File: config.mk
export PLATFORM = sky130hd
export DESIGN_NAME = rvj1_regfile
export DESIGN_NICKNAME = d
export VERILOG_FILES = /design/src/hw/rvj1_isa_pkg.sv /design/src/hw/rvj1_ctrl_pkg.sv /design/src/hw/rvj1_regfile.sv
export SDC_FILE = /design/constraint.sdc
export NUM_CORES = 2
export LEC_CHECK = 0
export BUFFER_PORTS_ARGS = -buffer_cell sky130_fd_sc_hd__buf_4
export CORE_MARGIN = 2
export CORE_UTILIZATION = 55
export DETAILED_ROUTE_END_ITERATION = 7
export PLACE_DENSITY = 0.76
export SYNTH_ARGS = -nofsm -noshare
export SYNTH_HDL_FRONTEND = slang
export SYNTH_SLANG_ARGS = --single-unit
File: constraint.sdc
create_clock -name clk_i -period 5.15 [get_ports clk_i]
set_input_delay 0 -clock clk_i [delete_from_list [all_inputs] [get_ports clk_i]]
set_output_delay 0 -clock clk_i [all_outputs]
set_load 0.05 [all_outputs]
File: src/hw/rvj1_isa_pkg.sv
package rvj1_isa_pkg;

  ////////////////////////////////////////////////////////////
  // Architectural widths
  ////////////////////////////////////////////////////////////
  localparam int unsigned XLEN  = 32;  // Data and address width
  localparam int unsigned RALEN = 5;   // Register index width

  ////////////////////////////////////////////////////////////
  // Major opcodes of the supported subset
  ////////////////////////////////////////////////////////////
  typedef enum logic [6:0] {
    OPCODE_LOAD  = 7'b000_0011,
    OPCODE_OPIMM = 7'b001_0011,
    OPCODE_AUIPC = 7'b001_0111,
    OPCODE_STORE = 7'b010_0011,
    OPCODE_OP    = 7'b011_0011,
    OPCODE_LUI   = 7'b011_0111
  } opcode_e;

  // funct3 of the integer group, shared by OP and OP-IMM
  typedef enum logic [2:0] {
    F3_ADDI      = 3'b000,  // Also ADD/SUB
    F3_SLLI      = 3'b001,
    F3_SLTI      = 3'b010,
    F3_SLTIU     = 3'b011,
    F3_XORI      = 3'b100,
    F3_SRLI_SRAI = 3'b101,
    F3_ORI       = 3'b110,
    F3_ANDI      = 3'b111
  } f3_imm_e;

  // funct7 picks the alternate form, bit 30 set
  typedef enum logic [6:0] {
    F7_SLLI_SRLI_ADDI = 7'b000_0000,
    F7_SRAI_SUB       = 7'b010_0000
  } f7_shift_imm_e;

  // Fetch side request, instruction word with its address
  typedef struct packed {
    logic [XLEN-1:0] instr;
    logic [XLEN-1:0] pc;
  } ifu_req_t;

endpackage

File: src/hw/rvj1_ctrl_pkg.sv
package rvj1_ctrl_pkg;

  // ALU function select
  typedef enum logic [3:0] {
    ALU_OP_ADD,
    ALU_OP_SUB,
    ALU_OP_SLT,
    ALU_OP_SLTU,
    ALU_OP_XOR,
    ALU_OP_OR,
    ALU_OP_AND,
    ALU_OP_SLL,
    ALU_OP_SRL,
    ALU_OP_SRA
  } alu_op_e;

  // LSU command, {write, funct3}
  typedef enum logic [3:0] {
    LSU_LOAD_8    = 4'b0000,
    LSU_LOAD_16   = 4'b0001,
    LSU_LOAD_32   = 4'b0010,
    LSU_LOAD_8_U  = 4'b0100,
    LSU_LOAD_16_U = 4'b0101,
    LSU_STORE_8   = 4'b1000,
    LSU_STORE_16  = 4'b1001,
    LSU_STORE_32  = 4'b1010,
    LSU_NO_CMD    = 4'b1111   // Idle
  } lsu_ctrl_e;

  ////////////////////////////////////////////////////////////
  // Decoded bundle, decode stage to execute stage
  ////////////////////////////////////////////////////////////
  typedef struct packed {
    logic [rvj1_isa_pkg::RALEN-1:0] rf_addr_a;
    logic [rvj1_isa_pkg::RALEN-1:0] rf_addr_b;
    alu_op_e                        alu_sel;
    logic                           rpa_or_pc;     // ALU A from PC
    logic                           rpb_or_imm;    // ALU B from immediate
    logic                           alu_write_rf;
    logic [rvj1_isa_pkg::RALEN-1:0] alu_regdest;
    logic [rvj1_isa_pkg::XLEN-1:0]  immediate;     // Sign extended
    logic                           lsu_ctrl_valid;
    lsu_ctrl_e                      lsu_ctrl;
    logic [rvj1_isa_pkg::RALEN-1:0] lsu_regdest;
    logic [rvj1_isa_pkg::XLEN-1:0]  pc;
  } dec_ctrl_t;

  // Register file write port as seen outside
  typedef struct packed {
    logic                           valid;
    logic [rvj1_isa_pkg::RALEN-1:0] addr;
    logic [rvj1_isa_pkg::XLEN-1:0]  data;
  } wb_t;

endpackage

File: src/hw/rvj1_regfile.sv
`timescale 1ns/10ps

module rvj1_regfile (
  input  logic                          clk_i,
  input  logic                          rstn_i,
  input  logic                          issue_i,
  input  rvj1_ctrl_pkg::dec_ctrl_t      ctrl_i,
  input  logic [rvj1_isa_pkg::XLEN-1:0] alu_res_i,
  input  logic [rvj1_isa_pkg::XLEN-1:0] lsu_res_i,
  output logic [rvj1_isa_pkg::XLEN-1:0] rs_a_o,
  output logic [rvj1_isa_pkg::XLEN-1:0] rs_b_o,
  output rvj1_ctrl_pkg::wb_t            wb_o
);

  logic [rvj1_isa_pkg::XLEN-1:0] regs [1:31];  // x0 not stored
  logic [3:0]                    lsu_cmd;
  logic                          alu_wr;
  logic                          lsu_wr;

  assign lsu_cmd = ctrl_i.lsu_ctrl;
  assign alu_wr  = issue_i & ctrl_i.alu_write_rf;
  assign lsu_wr  = issue_i & ctrl_i.lsu_ctrl_valid & ~lsu_cmd[3];  // Loads only

  // Write source select, x0 targets dropped
  always_comb begin
    wb_o.addr  = alu_wr ? ctrl_i.alu_regdest : ctrl_i.lsu_regdest;
    wb_o.data  = alu_wr ? alu_res_i : lsu_res_i;
    wb_o.valid = (alu_wr | lsu_wr) && (wb_o.addr != '0);
  end

  always_ff @(posedge clk_i) begin
    if (!rstn_i) begin
      for (int i = 1; i < 32; i++) regs[i] <= '0;
    end else if (wb_o.valid) begin
      regs[wb_o.addr] <= wb_o.data;
    end
  end

  assign rs_a_o = (ctrl_i.rf_addr_a == '0) ? '0 : regs[ctrl_i.rf_addr_a];
  assign rs_b_o = (ctrl_i.rf_addr_b == '0) ? '0 : regs[ctrl_i.rf_addr_b];

  // Decoder never marks one slot as both ALU write and load
  a_single_wb_source: assert property (@(posedge clk_i) disable iff (!rstn_i)
    !(alu_wr && lsu_wr));

endmodule

==> Implementation_results.wiki <==
{| class="wikitable"
! Metric !! Value
|-
| CP dominant cell by count || sky130_fd_sc_hd__buf_4
|-
| CTS tree || done
|-
| Number of levels the H-tree was split into || 3
|-
| Min-Delay Path Class || input pin to flip-flop
|-
| Instance count of the mapped netlist || 3613
|-
| Sum of negative setup slack || 0 ns
|-
| Final Max Tran Viols || 0
|-
| Cell area after synthesis || 52700 µm²
|-
| Number of buffers created by CTS || 103
|-
| Total of buffers placed on input and output ports || 191
|-
| Required time reported for the critical path endpoint || 5.15 ns
|-
| Main synth FF type || sky130_fd_sc_hd__edfxtp_1
|-
| Initial detailed-routing violation count || 7306
|-
| Placed Cells || 4901
|-
| Vias in the first global route || 38400
|-
| Layout overhead on the synthesized area || 13.6%
|-
| Initial antenna violation count || 4
|-
| Count of cell types in the netlist || 53
|-
| Count of boundary I/O pins || 265
|-
| Syn_area_per_cell || 14.6 µm²
|-
| Clock sinks || 1024
|-
| GRT Residual Overflow || 0
|-
| Endpoint arrival time on the critical path || 3.38 ns
|-
| Remaining DRCs || 0
|-
| DIE WIDTH || 313 µm
|-
| Largest vdd supply drop || 0.000359 V
|-
| Hold-fix buffer count after cts || 64
|-
| Worst setup slack after placement || 1.47 ns
|-
| Post-detail-place hpwl || 106000 µm
|-
| Fillers || 6736
|-
| Highest-delay cell along the critical path || sky130_fd_sc_hd__nor4_1
|-
| Post-Route WL || 191000 µm
|-
| Type of element capturing the critical path || primary output
|-
| Maximum buffer depth of the clock tree || 3
|-
| Total iterations of the first detailed-routing run || 6
|-
| Max Cap Viol || 0
|-
| Number of enable flip-flop cells after synthesis || 1024
|-
| Largest register FFs || 1024
|-
| Largest registers || regs x1024
|-
| Weighted congestion reported at the end of routability-driven placement || 0.904
|-
| Share of async-settable or async-resettable flops after synthesis || 0%
|-
| Path type of the worst setup path || input pin to primary output
|-
| Antenna-violating nets left || 0
|-
| Total die area || 98200 µm²
|-
| Worst-path fanout max || 82
|-
| Outcome || finished clean
|-
| Area occupied by multi-input gates || 20500 µm²
|-
| Vias per std cell || 7.46
|-
| RSZ-0062 raised after global routing || false
|-
| Number of instances resized during post-cts repair || 0
|-
| Final worst slack || 1.77 ns
|-
| Dominant cell by count in the synthesized netlist || sky130_fd_sc_hd__edfxtp_1
|-
| Non-filler cells in the finished layout || 5158
|-
| CP peak stage delay || 1.18 ns
|-
| Post CTS Setup Buffer Count || 0
|-
| Total of warnings raised by yosys || 0
|-
| Share of the clock period used by the worst path after layout || 65.6%
|-
| Global-route wire length before repair || 268000 µm
|-
| Initial core utilization || 55.5%
|-
| Pin count of the biggest net entering global routing || 103
|-
| Final-stage net count || 3968
|-
| Seq. cell area || 30700 µm²
|-
| Shortest clock period the worst path allows after layout || 3.38 ns
|-
| Critical path launch point type || input pin
|-
| Transition time at the pin with the least slew margin || 1.35 ns
|-
| Combined global-route utilization of all metal layers || 38.9%
|-
| Ratio of cells with drive above 1 in the final layout || 27.6%
|-
| Worst hold margin || 0.156 ns
|-
| Vias after detailed routing || 38500
|-
| Top cells by area in the synthesized netlist || sky130_fd_sc_hd__edfxtp_1, sky130_fd_sc_hd__mux4_2, sky130_fd_sc_hd__nor2_1
|-
| Final number of hold-violating endpoints || 0
|-
| Cell type contributing the most total cell area after synthesis || sky130_fd_sc_hd__edfxtp_1
|-
| Top post-synthesis cells by count || sky130_fd_sc_hd__edfxtp_1, sky130_fd_sc_hd__nor2_1, sky130_fd_sc_hd__mux4_2, sky130_fd_sc_hd__mux2i_1, sky130_fd_sc_hd__clkbuf_1
|-
| Critical Path, Cell by Cell || buf_8 -> buf_12 -> nor4_4 -> buf_4 -> nor4_1 -> buf_4
|-
| Power density normalized to cell area || 345 nW/µm²
|-
| Leak pwr || 20.6 nW
|-
| Setup violation total in the final timing report || 0
|-
| Worst slew margin || 9.14%
|-
| Clock slew at reported path FFs || 0.06 ns
|-
| Maximum clock rate || 296 MHz
|-
| Number of standard-cell rows in the floorplan || 113
|-
| Top reg by flops || regs
|-
| Die height || 313 µm
|-
| Sequential area share after synthesis || 58.4%
|-
| Yosys top cell area share || 58.4%
|-
| Wire length per cell after detailed routing || 37.0 µm
|-
| Core box area || 94900 µm²
|-
| Flip-flop and latch count after synthesis || 1024
|-
| CTS Root Cell || sky130_fd_sc_hd__clkbuf_16
|}
[final timing paths]
check	startpoint	slack (ns)	to	cells past startpoint
worst min-delay path	ctrl_i[77]	0.16	regs[3][12]	6
worst max-delay path	ctrl_i[92]	1.77	rs_a_o[28]	6
[power breakdown]
part           switching [mW]  leakage (nW)  internal, mW
Combinational            1.98          9.21          1.18
Clock                    3.34          1.63          4.24
Sequential              0.254          9.74          9.63
Total                    5.57          20.6          15.1
[through the flow]
stage	power [mW]	cell area, µm²	utilization, %
finish	20.6	59800	63.0
global placement	13.0	55800	58.8
detailed placement	13.0	55800	58.8
global route	21.0	59800	63.0
floorplan	11.9	52800	-
CTS	20.5	59800	63.0
[cells by family (layout without fill, tap and decap cells)]
logic type	Yosys count	after routing	synth area share, %
buf+inv	380	625	3.61
simple gates	1221	1221	9.36
compound gates	296	296	4.19
other cells	1	36	0.00712
mux	691	691	24.4
flops	1024	1024	58.4
[worst max-delay path, delay by kind of cell]
| family | cells | cell delay [ns] |
|---|---|---|
| buffers and inverters | 4 | 1.92 |
| AND/OR/NAND/NOR | 2 | 1.29 |
[placed cells by master (no fill, tap or decap), types with 15 or more instances in the layout]
| cell | netlist | final |
|---|---|---|
| sky130_fd_sc_hd__clkbuf_16 | 0 | 105 |
| sky130_fd_sc_hd__buf_4 | 46 | 312 |
| sky130_fd_sc_hd__clkinv_1 | 0 | 19 |
| sky130_fd_sc_hd__mux4_2 | 472 | 472 |
| sky130_fd_sc_hd__buf_12 | 0 | 20 |
| sky130_fd_sc_hd__clkinv_2 | 0 | 24 |
| sky130_fd_sc_hd__conb_1 | 1 | 32 |
| sky130_fd_sc_hd__o221ai_1 | 26 | 26 |
| sky130_fd_sc_hd__a22oi_1 | 20 | 20 |
| sky130_fd_sc_hd__a21oi_1 | 15 | 15 |
| sky130_fd_sc_hd__dlygate4sd3_1 | 0 | 64 |
| sky130_fd_sc_hd__nand2_1 | 95 | 80 |
| sky130_fd_sc_hd__nor2_1 | 985 | 985 |
| sky130_fd_sc_hd__mux2i_1 | 188 | 186 |
| sky130_fd_sc_hd__nor3_1 | 54 | 54 |
| sky130_fd_sc_hd__clkbuf_1 | 155 | 18 |
| sky130_fd_sc_hd__a2111oi_0 | 26 | 26 |
| sky130_fd_sc_hd__mux2_2 | 31 | 31 |
| sky130_fd_sc_hd__a22o_1 | 52 | 52 |
| sky130_fd_sc_hd__nand2_2 | 1 | 15 |
| sky130_fd_sc_hd__o21ai_4 | 0 | 16 |
| sky130_fd_sc_hd__a211oi_1 | 30 | 30 |
| sky130_fd_sc_hd__edfxtp_1 | 1024 | 1024 |
| sky130_fd_sc_hd__inv_1 | 35 | 33 |
| sky130_fd_sc_hd__o22ai_1 | 78 | 78 |
[per-layer routing]
metal  wire length (µm)  track usage [%]
met2              84800             58.5
met4              15200             24.5
met3              33800             13.7
met5                 70            0.290
met1              57000             48.5
[layout make-up]
type / instances / area share, %
inverters: 35 / 0.222
multi-input cells: 2240 / 34.3
well taps: 1265 / 2.65
clock inverters: 66 / 1.07
repair buffers: 401 / 5.77
clock buffers: 123 / 4.51
flip-flops and latches: 1024 / 51.4
diodes: 4 / 0.0167
Power figures use the tool's default switching activity.
