**config.mk**
```make
export PLATFORM = sky130hd
export DESIGN_NAME = rvj1_dec
export DESIGN_NICKNAME = d
export VERILOG_FILES = /design/src/hw/rvj1_isa_pkg.sv /design/src/hw/rvj1_ctrl_pkg.sv /design/src/hw/rvj1_dec.sv
export SDC_FILE = /design/constraint.sdc
export NUM_CORES = 1
export LEC_CHECK = 0
export BUFFER_PORTS_ARGS = -buffer_cell sky130_fd_sc_hd__buf_2
export CORE_ASPECT_RATIO = 1.1
export CORE_MARGIN = 1
export CORE_UTILIZATION = 41
export CTS_CLUSTER_SIZE = 24
export DETAILED_ROUTE_END_ITERATION = 12
export GPL_TIMING_DRIVEN = 0
export MAX_ROUTING_LAYER = met4
export PLACE_DENSITY = 0.71
export SLEW_MARGIN = 5
export SYNTH_ARGS = -nofsm -noshare
export SYNTH_HDL_FRONTEND = slang
export SYNTH_SLANG_ARGS = --single-unit
```
**constraint.sdc**
```tcl
create_clock -name clk_i -period 1.18 [get_ports clk_i]
set_input_delay 0.118 -clock clk_i [delete_from_list [all_inputs] [get_ports clk_i]]
set_output_delay 0.118 -clock clk_i [all_outputs]
set_load 0.05 [all_outputs]
```
**src/hw/rvj1_isa_pkg.sv**
```systemverilog
package rvj1_isa_pkg;

  ////////////////////////////////////////////////////////////
  // Architectural widths
  ////////////////////////////////////////////////////////////
  localparam int unsigned XLEN  = 32;  // Data and address width
  localparam int unsigned RALEN = 5;   // Register index width

  ////////////////////////////////////////////////////////////
  // Major opcodes of the supported subset
  ////////////////////////////////////////////////////////////
  typedef enum logic [6:0] {
    OPCODE_LOAD  = 7'b000_0011,
    OPCODE_OPIMM = 7'b001_0011,
    OPCODE_AUIPC = 7'b001_0111,
    OPCODE_STORE = 7'b010_0011,
    OPCODE_OP    = 7'b011_0011,
    OPCODE_LUI   = 7'b011_0111
  } opcode_e;

  // funct3 of the integer group, shared by OP and OP-IMM
  typedef enum logic [2:0] {
    F3_ADDI      = 3'b000,  // Also ADD/SUB
    F3_SLLI      = 3'b001,
    F3_SLTI      = 3'b010,
    F3_SLTIU     = 3'b011,
    F3_XORI      = 3'b100,
    F3_SRLI_SRAI = 3'b101,
    F3_ORI       = 3'b110,
    F3_ANDI      = 3'b111
  } f3_imm_e;

  // funct7 picks the alternate form, bit 30 set
  typedef enum logic [6:0] {
    F7_SLLI_SRLI_ADDI = 7'b000_0000,
    F7_SRAI_SUB       = 7'b010_0000
  } f7_shift_imm_e;

  // Fetch side request, instruction word with its address
  typedef struct packed {
    logic [XLEN-1:0] instr;
    logic [XLEN-1:0] pc;
  } ifu_req_t;

endpackage

```
**src/hw/rvj1_ctrl_pkg.sv**
```systemverilog
package rvj1_ctrl_pkg;

  // ALU function select
  typedef enum logic [3:0] {
    ALU_OP_ADD,
    ALU_OP_SUB,
    ALU_OP_SLT,
    ALU_OP_SLTU,
    ALU_OP_XOR,
    ALU_OP_OR,
    ALU_OP_AND,
    ALU_OP_SLL,
    ALU_OP_SRL,
    ALU_OP_SRA
  } alu_op_e;

  // LSU command, {write, funct3}
  typedef enum logic [3:0] {
    LSU_LOAD_8    = 4'b0000,
    LSU_LOAD_16   = 4'b0001,
    LSU_LOAD_32   = 4'b0010,
    LSU_LOAD_8_U  = 4'b0100,
    LSU_LOAD_16_U = 4'b0101,
    LSU_STORE_8   = 4'b1000,
    LSU_STORE_16  = 4'b1001,
    LSU_STORE_32  = 4'b1010,
    LSU_NO_CMD    = 4'b1111   // Idle
  } lsu_ctrl_e;

  ////////////////////////////////////////////////////////////
  // Decoded bundle, decode stage to execute stage
  ////////////////////////////////////////////////////////////
  typedef struct packed {
    logic [rvj1_isa_pkg::RALEN-1:0] rf_addr_a;
    logic [rvj1_isa_pkg::RALEN-1:0] rf_addr_b;
    alu_op_e                        alu_sel;
    logic                           rpa_or_pc;     // ALU A from PC
    logic                           rpb_or_imm;    // ALU B from immediate
    logic                           alu_write_rf;
    logic [rvj1_isa_pkg::RALEN-1:0] alu_regdest;
    logic [rvj1_isa_pkg::XLEN-1:0]  immediate;     // Sign extended
    logic                           lsu_ctrl_valid;
    lsu_ctrl_e                      lsu_ctrl;
    logic [rvj1_isa_pkg::RALEN-1:0] lsu_regdest;
    logic [rvj1_isa_pkg::XLEN-1:0]  pc;
  } dec_ctrl_t;

  // Register file write port as seen outside
  typedef struct packed {
    logic                           valid;
    logic [rvj1_isa_pkg::RALEN-1:0] addr;
    logic [rvj1_isa_pkg::XLEN-1:0]  data;
  } wb_t;

endpackage

```
**src/hw/rvj1_dec.sv**
```systemverilog
`timescale 1ns/10ps

module rvj1_dec (
  input  logic                    clk_i,
  input  logic                    rstn_i,
  input  rvj1_isa_pkg::ifu_req_t  ifu_req_i,
  input  logic                    ifu_valid_i,
  output logic                    ifu_ready_o,
  input  logic                    stall_i,
  output logic                    instr_issued_o,
  output rvj1_ctrl_pkg::dec_ctrl_t ctrl_o
);

  // Empty slot, nothing written and no memory access
  localparam rvj1_ctrl_pkg::dec_ctrl_t BUBBLE = '{
    alu_sel:  rvj1_ctrl_pkg::ALU_OP_ADD,
    lsu_ctrl: rvj1_ctrl_pkg::LSU_NO_CMD,
    default:  '0
  };

  logic                             ifu_fire;
  rvj1_ctrl_pkg::dec_ctrl_t         ctrl_d;    // Next bundle

  logic [6:0]                       opcode;
  logic [rvj1_isa_pkg::RALEN-1:0]   rd;
  logic [rvj1_isa_pkg::RALEN-1:0]   rs1;
  logic [rvj1_isa_pkg::RALEN-1:0]   rs2;
  logic [2:0]                       funct3;
  logic [6:0]                       funct7;
  rvj1_isa_pkg::f7_shift_imm_e      f7_eff;    // funct7 as the ALU sees it
  logic [rvj1_isa_pkg::XLEN-1:0]    imm_i;
  logic [rvj1_isa_pkg::XLEN-1:0]    imm_s;
  logic [rvj1_isa_pkg::XLEN-1:0]    imm_u;

  ////////////////////////////////////////////////////////////
  // Instruction fields and immediates
  ////////////////////////////////////////////////////////////
  assign opcode = ifu_req_i.instr[6:0];
  assign rd     = ifu_req_i.instr[11:7];
  assign funct3 = ifu_req_i.instr[14:12];
  assign rs1    = ifu_req_i.instr[19:15];
  assign rs2    = ifu_req_i.instr[24:20];
  assign funct7 = ifu_req_i.instr[31:25];

  assign imm_i = {{20{ifu_req_i.instr[31]}}, ifu_req_i.instr[31:20]};
  assign imm_s = {{20{ifu_req_i.instr[31]}}, ifu_req_i.instr[31:25], ifu_req_i.instr[11:7]};
  assign imm_u = {ifu_req_i.instr[31:12], 12'b0};

  // Shift ops only, funct3 001 and 101
  function automatic logic is_shift(input rvj1_isa_pkg::f3_imm_e f3);
    return (f3 == rvj1_isa_pkg::F3_SLLI) || (f3 == rvj1_isa_pkg::F3_SRLI_SRAI);
  endfunction

  function automatic rvj1_ctrl_pkg::alu_op_e f3_7_to_alu_op(
    input rvj1_isa_pkg::f3_imm_e       f3,
    input rvj1_isa_pkg::f7_shift_imm_e f7
  );
    rvj1_ctrl_pkg::alu_op_e op;
    op = rvj1_ctrl_pkg::ALU_OP_ADD;
    case (f3)
      rvj1_isa_pkg::F3_ADDI:  op = (f7 == rvj1_isa_pkg::F7_SRAI_SUB) ?
                                   rvj1_ctrl_pkg::ALU_OP_SUB : rvj1_ctrl_pkg::ALU_OP_ADD;
      rvj1_isa_pkg::F3_SLLI:  op = rvj1_ctrl_pkg::ALU_OP_SLL;
      rvj1_isa_pkg::F3_SLTI:  op = rvj1_ctrl_pkg::ALU_OP_SLT;
      rvj1_isa_pkg::F3_SLTIU: op = rvj1_ctrl_pkg::ALU_OP_SLTU;
      rvj1_isa_pkg::F3_XORI:  op = rvj1_ctrl_pkg::ALU_OP_XOR;
      rvj1_isa_pkg::F3_ORI:   op = rvj1_ctrl_pkg::ALU_OP_OR;
      rvj1_isa_pkg::F3_ANDI:  op = rvj1_ctrl_pkg::ALU_OP_AND;
      rvj1_isa_pkg::F3_SRLI_SRAI: op = (f7 == rvj1_isa_pkg::F7_SRAI_SUB) ?
                                   rvj1_ctrl_pkg::ALU_OP_SRA : rvj1_ctrl_pkg::ALU_OP_SRL;
      default: op = rvj1_ctrl_pkg::ALU_OP_ADD;
    endcase
    return op;
  endfunction

  function automatic rvj1_ctrl_pkg::lsu_ctrl_e f3_to_lsu_ctrl(
    input logic [2:0] f3,
    input logic       is_write
  );
    return rvj1_ctrl_pkg::lsu_ctrl_e'({is_write, f3});
  endfunction

  // OP-IMM non-shift: bits 31:25 belong to the immediate
  assign f7_eff = (opcode == rvj1_isa_pkg::OPCODE_OPIMM &&
                   !is_shift(rvj1_isa_pkg::f3_imm_e'(funct3))) ?
                  rvj1_isa_pkg::F7_SLLI_SRLI_ADDI : rvj1_isa_pkg::f7_shift_imm_e'(funct7);

  ////////////////////////////////////////////////////////////
  // Combinational decode
  ////////////////////////////////////////////////////////////
  always_comb begin
    ctrl_d    = BUBBLE;        // Unsupported opcodes stay a bubble
    ctrl_d.pc = ifu_req_i.pc;
    case (opcode)
      rvj1_isa_pkg::OPCODE_OPIMM, rvj1_isa_pkg::OPCODE_OP: begin
        ctrl_d.rf_addr_a    = rs1;
        ctrl_d.rf_addr_b    = (opcode == rvj1_isa_pkg::OPCODE_OP) ? rs2 : '0;
        ctrl_d.alu_sel      = f3_7_to_alu_op(rvj1_isa_pkg::f3_imm_e'(funct3), f7_eff);
        ctrl_d.rpb_or_imm   = (opcode == rvj1_isa_pkg::OPCODE_OPIMM);
        ctrl_d.immediate    = imm_i;
        ctrl_d.alu_write_rf = 1'b1;
        ctrl_d.alu_regdest  = rd;
      end
      rvj1_isa_pkg::OPCODE_LUI, rvj1_isa_pkg::OPCODE_AUIPC: begin
        ctrl_d.rpa_or_pc    = (opcode == rvj1_isa_pkg::OPCODE_AUIPC); // LUI adds x0
        ctrl_d.rpb_or_imm   = 1'b1;
        ctrl_d.immediate    = imm_u;
        ctrl_d.alu_write_rf = 1'b1;
        ctrl_d.alu_regdest  = rd;
      end
      rvj1_isa_pkg::OPCODE_STORE: begin
        ctrl_d.rf_addr_a      = rs1;   // Base
        ctrl_d.rf_addr_b      = rs2;   // Store data
        ctrl_d.rpb_or_imm     = 1'b1;
        ctrl_d.immediate      = imm_s;
        ctrl_d.lsu_ctrl_valid = 1'b1;
        ctrl_d.lsu_ctrl       = f3_to_lsu_ctrl(funct3, 1'b1);
      end
      rvj1_isa_pkg::OPCODE_LOAD: begin
        ctrl_d.rf_addr_b      = rs1;   // Base on port b
        ctrl_d.rpb_or_imm     = 1'b1;
        ctrl_d.immediate      = imm_i;
        ctrl_d.lsu_ctrl_valid = 1'b1;
        ctrl_d.lsu_ctrl       = f3_to_lsu_ctrl(funct3, 1'b0);
        ctrl_d.lsu_regdest    = rd;
      end
      default: ;
    endcase
  end

  ////////////////////////////////////////////////////////////
  // Decode register and issue pulse
  ////////////////////////////////////////////////////////////
  assign ifu_ready_o = ~stall_i;
  assign ifu_fire    = ifu_valid_i & ifu_ready_o;

  always_ff @(posedge clk_i) begin
    if (!rstn_i) begin
      instr_issued_o <= 1'b0;
      ctrl_o         <= BUBBLE;
    end else begin
      instr_issued_o <= ifu_fire;
      if (ifu_fire) ctrl_o <= ctrl_d;
      else if (!stall_i) ctrl_o <= BUBBLE;  // Held under stall
    end
  end

  // Issue only after a request offered while not stalled
  a_issue_follows_fire: assert property (@(posedge clk_i) disable iff (!rstn_i)
    instr_issued_o |-> $past(ifu_valid_i && !stall_i));

endmodule

```
==> results.cfg, run 1 <==
[status]
status = complete, no violations

[synth]
synth_area_um2 = 3387
async_flop_share_pct = 0
ys_top_cells_by_area = dfxtp_1, a22o_1, a221o_1
yosys-top-cells-count = dfxtp_1, a22o_1, nand2_1, a221o_1, buf_2
yosys.area.top_type = dfxtp_1
synth_top_area_share_pct = 57.33
synth.yosys.seq_area_share_pct = 57.33
syn_nets = 365
postSynthAreaPerCell_um2 = 11.40
synth-seq-cells = 97
synthCells = 297
yosysWarnings = 0
synth.most_common_cell = dfxtp_1
yosys.cell_types.count = 44
synth_edf_count = 0
ys.flop_type = dfxtp_1

[timing]
finalSetupViolations = 0
rsz0062_at_grt = false
fmax_mhz = 901.6
skew_ns = 0
drv_slew = 0
hold_viol_final = 0
finalCriticalPeriod_ns = 1.109
slew_headroom_pct = 68.06
worst_pin_slew_ns = 0.4792
timing.final.crit_share_pct = 94.00
setup_tns_ns = 0

[cts]
cts_tree = yes
ctsResizeCount = 0
insertion_delay_ns = 0.35
clk_transition_reported_paths_ns = 0.09
cts_setup_buffers = 0
cts_max_level = 3
cts_buffers = 9
clkSinkCount = 97
clockRootBuffer = clkbuf_8
clock_path_buffers = 2
cts_hold_buf = 36

[placement]
gp_congestion = 0.7815
dp_hpwl_um = 7242
port_buffers = 163

[cells_and_area]
drive_gt1_share_pct = 41.25
antenna_cells = 0
multi_input_area_um2 = 1297
fillers = 667
regArea_um2 = 1942
fin_nets = 577
syn_to_final_growth_pct = 45.11

[routing]
drt-initial-drc-count = 96
drc = 0
via_per_inst = 5.252
ant_nets = 0
wl_per_cell_um = 16.59
wirelength_um = 10320
vias = 3267
firstDrtPassIters = 4

[setup_path]
worstPathArrival_ns = 0.99
slowest_stage = dfxtp_1
reg2regPathDepth = 1
worst-path-max-fanout = 2
crit_path_max_incr_delay_ns = 0.35
cpLargestDelayFamily = flip-flops
cp.buffers_inverters = 1
required_ns = 1.06
path_cells = buf_2
path_depth = 1
start_kind = flop
crit_type = reg -> out
endpoint_kind = primary output

[hold_path]
hold_path_depth = 2
hp-class = in -> reg

[global_routing]
antenna_found_initial = 0
grt.overflow.total = 0
grt_usage_pct = 24.68
grt_pass1_wl_um = 15790
grt_max_degree = 17
grt_pass1_vias = 3137

[die]
start_util_pct = 42.58
die_area_um2 = 8629
fp.dieW_um = 88.66
io_pins = 166
num_rows = 34
fp.dieH_um = 97.33
coreArea_um2 = 7955

[power_and_ir_drop]
total_power_uw = 6259
p_leak_uw = 0.002369
ir_drop_uv = 573.1
power_density_nw_per_um2 = 1274

[job]
cap_violations = 0
## stage by stage
step                      instance area, um^2  setup slack [ns]  util [%]  hold WS [ns]  std cells
after CTS                                4895           0.04948     61.53     0.0003017        620
final                                    4915           0.07082     61.78       0.01468        622
after global routing                     4915           0.01598     61.78     0.0001663        622
after floorplan                          3390           0.04859         -        0.2435        297
after detailed placement                 4340           -0.1583     54.56        0.3328        568
after global placement                   4340           -0.1298     54.56        0.3302        568
## final cells by class
cell class,count,area share [%]
buffer,23,2.597
inverter,4,0.4582
multi-input combinational,173,26.40
timing repair buffer,201,24.34
clock buffer,10,2.597
tap,108,2.750
sequential,97,39.51
clock inverter,6,1.349
## sequential cells by signal (all words and copies together), names as in the netlist
name	cells
ctrl_o	96
instr_issued_o	1
## per-layer routing
metal | global-route usage, % | routed length (um) | vias up
met5 | - | 0 | -
met4 | 11.79 | 386 | 0
met3 | 5.353 | 619 | 32
met2 | 38.11 | 4829 | 140
met1 | 30.32 | 4486 | 1547
li1 | - | - | 1548
## cell usage in the layout, fill, tap and decap left out, types with 5 or more instances in the layout
| master | count |
|---|---|
| buf_2 | 175 |
| dfxtp_1 | 97 |
| a22o_1 | 53 |
| dlygate4sd3_1 | 38 |
| nand2_1 | 29 |
| a221o_1 | 12 |
| o21ai_1 | 11 |
| clkbuf_8 | 9 |
| clkbuf_1 | 6 |
| buf_4 | 5 |
| mux2i_1 | 5 |
| nor2_1 | 5 |
| a22oi_1 | 5 |
| a21oi_1 | 5 |
| o21ai_0 | 5 |
| a31oi_1 | 5 |
## worst paths after layout
| kind | start | endpoint | slack, ns |
|---|---|---|---|
| worst min register to register | ctrl_o[89] | ctrl_o[89] | 0.45 |
| worst min-delay path | ifu_req_i[57] | ctrl_o[67] | 0.01 |
| worst max-delay path | ctrl_o[94] | ctrl_o[94] | 0.07 |
| worst max register to register | ctrl_o[66] | ctrl_o[66] | 0.43 |
## logic make-up after synthesis
logic type	after synthesis	share of synthesized area (%)
xor+xnor	1	0.2586
simple gates	58	10.79
flops	97	57.33
compound gates	109	25.79
buf+inv	27	4.359
mux	5	1.478
## where the power goes
part           switching [uW]  internal, uW
registers                27.9          3330
logic                     482           293
clock network            1150           985
(Power assumes the default switching activity.)
==> run 2, diff against run 1 <==
- CORE_UTILIZATION: 41 -> 49
- PLACE_DENSITY: 0.71 -> 0.8
- clock period: 1.18 -> 1.4 ns (I/O delays scaled with it)
==> results.cfg, run 2 (synthesis gave the netlist of run 1 again) <==
[cells_and_area]
design_area_um2 = 4833
final_cell_mix = buf_2, dfxtp_1, a22o_1
antenna_cells = 0
fin_nets = 569
syn_to_final_growth_pct = 42.70
mostFrequentLayoutCell = buf_2
finish.utilization_pct = 72.87
layoutNonFillerInstCount = 587
largest_register_ffs = 96
drive_gt1_share_pct = 41.98
reg.largest.list = ctrl_o x96, instr_issued_o x1
largest_register = ctrl_o

[timing]
setup_tns_ns = 0
finalSetupViolations = 0
fmax_mhz = 883.1
timing.final.crit_share_pct = 80.89
skew_ns = 0
rsz0062_at_grt = false
finalCriticalPeriod_ns = 1.132
slew_headroom_pct = 70.52
hold_viol_final = 0
drv_slew = 0
worst_pin_slew_ns = 0.4421

[global_routing]
antenna_found_initial = 0
grt_pass1_wl_um = 14610
grt.overflow.total = 0
grt_pass1_vias = 3055
grt_max_degree = 16
grt_usage_pct = 27.79

[setup_path]
slowest_stage = dfxtp_1
cp.buffers_inverters = 1
reg2regPathDepth = 2
endpoint_kind = primary output
start_kind = flop
r2r_end = ctrl_o[82]
required_ns = 1.26
r2r_slack_ns = 0.64
r2r-start = ctrl_o[82]
crit_path_max_incr_delay_ns = 0.35
crit_type = reg -> out
cpLargestDelayFamily = flip-flops
path_cells = buf_2
worst-path-max-fanout = 2
worstPathArrival_ns = 0.99

[power_and_ir_drop]
p_leak_uw = 0.002358
ir_drop_uv = 569.6
power_density_nw_per_um2 = 1135

[cts]
clockRootBuffer = clkbuf_8
insertion_delay_ns = 0.36
ctsResizeCount = 0
cts_buffers = 9
cts_max_level = 3
clkSinkCount = 97
clock_path_buffers = 2
clk_transition_reported_paths_ns = 0.09
cts_tree = yes

[die]
die_area_um2 = 7249
start_util_pct = 51.07
coreArea_um2 = 6633
fp.dieH_um = 89.20
fp.dieW_um = 81.27
num_rows = 31
io_pins = 166

[routing]
wl_per_cell_um = 16.73
vias = 3247
ant_nets = 0
drt-initial-drc-count = 113
wirelength_um = 9819
via_per_inst = 5.532
firstDrtPassIters = 4
drc = 0

[placement]
dpl.cell_count = 542
gp_congestion = 0.7822
post_dp_cell_area_um2 = 4305
port_buffers = 163
dp_hpwl_um = 7024

[hold_path]
min_from = ifu_req_i[20]
hp-class = in -> reg
hold_path_depth = 2
min_to = ctrl_o[20]

[status]
status = complete, no violations

[job]
cap_violations = 0
## run 2: repair_timing
item	in CTS	in global routing
endpoints found under the setup margin	0	0
hold endpoints to repair	30	0
hold buffers	30	0
buffers inserted	0	0
## run 2: worst max path at each step
stage	from	end	slack, ns	cells after the start
global route	ctrl_o[0]	ctrl_o[0]	0.22	1
finish	ctrl_o[0]	ctrl_o[0]	0.27	1
detailed placement	ifu_req_i[38]	ctrl_o[33]	0.02	5
floorplan	stall_i	ctrl_o[65]	0.16	5
CTS	ctrl_o[94]	ctrl_o[94]	0.25	1
global placement	ifu_req_i[38]	ctrl_o[82]	0.06	5
## run 2: routing by layer
layer,share of wire [%],routed length (um),up-vias,global-route usage [%]
li1,-,-,1530,-
met1,40,3945,1544,32.54
met2,50,4871,141,44.17
met3,6.3,616,32,5.612
met4,3.9,385,0,15.91
met5,0,0,-,-
## run 2: per-stage QoR
stage	total power [uW]	hold WS (ns)	setup slack (ns)
after detailed placement	3446	0.3530	0.01786
after global routing	5658	0.008283	0.2239
final	5484	0.008649	0.2676
after global placement	3433	0.3511	0.06104
after CTS	5498	0.001510	0.2534
after floorplan	3221	0.2655	0.1565
## run 2: worst register-to-register path, delay by kind of cell (launching register included)
kind	cells	cell delay, ns
flops	1	0.32
compound gates	1	0.20
simple gates	1	0.14
## run 2: final cells by class
cell class,instances,area [um^2]
Sequential cell,97,1942
Clock buffer,11,151.4
Fill cell,527,1799
Buffer,23,127.6
Tap cell,82,102.6
Clock inverter,4,76.32
Timing Repair Buffer,193,1116
Multi-Input combinational cell,173,1297
Inverter,4,20.02
## run 2: power by group
| group | internal (uW) | switching [uW] | leakage, uW |
|---|---|---|---|
| clock | 1100 | 928 | 0.000112 |
| combinational | 232 | 399 | 0.00146 |
| sequential | 2800 | 24.5 | 0.000786 |
| total | 4130 | 1350 | 0.00236 |
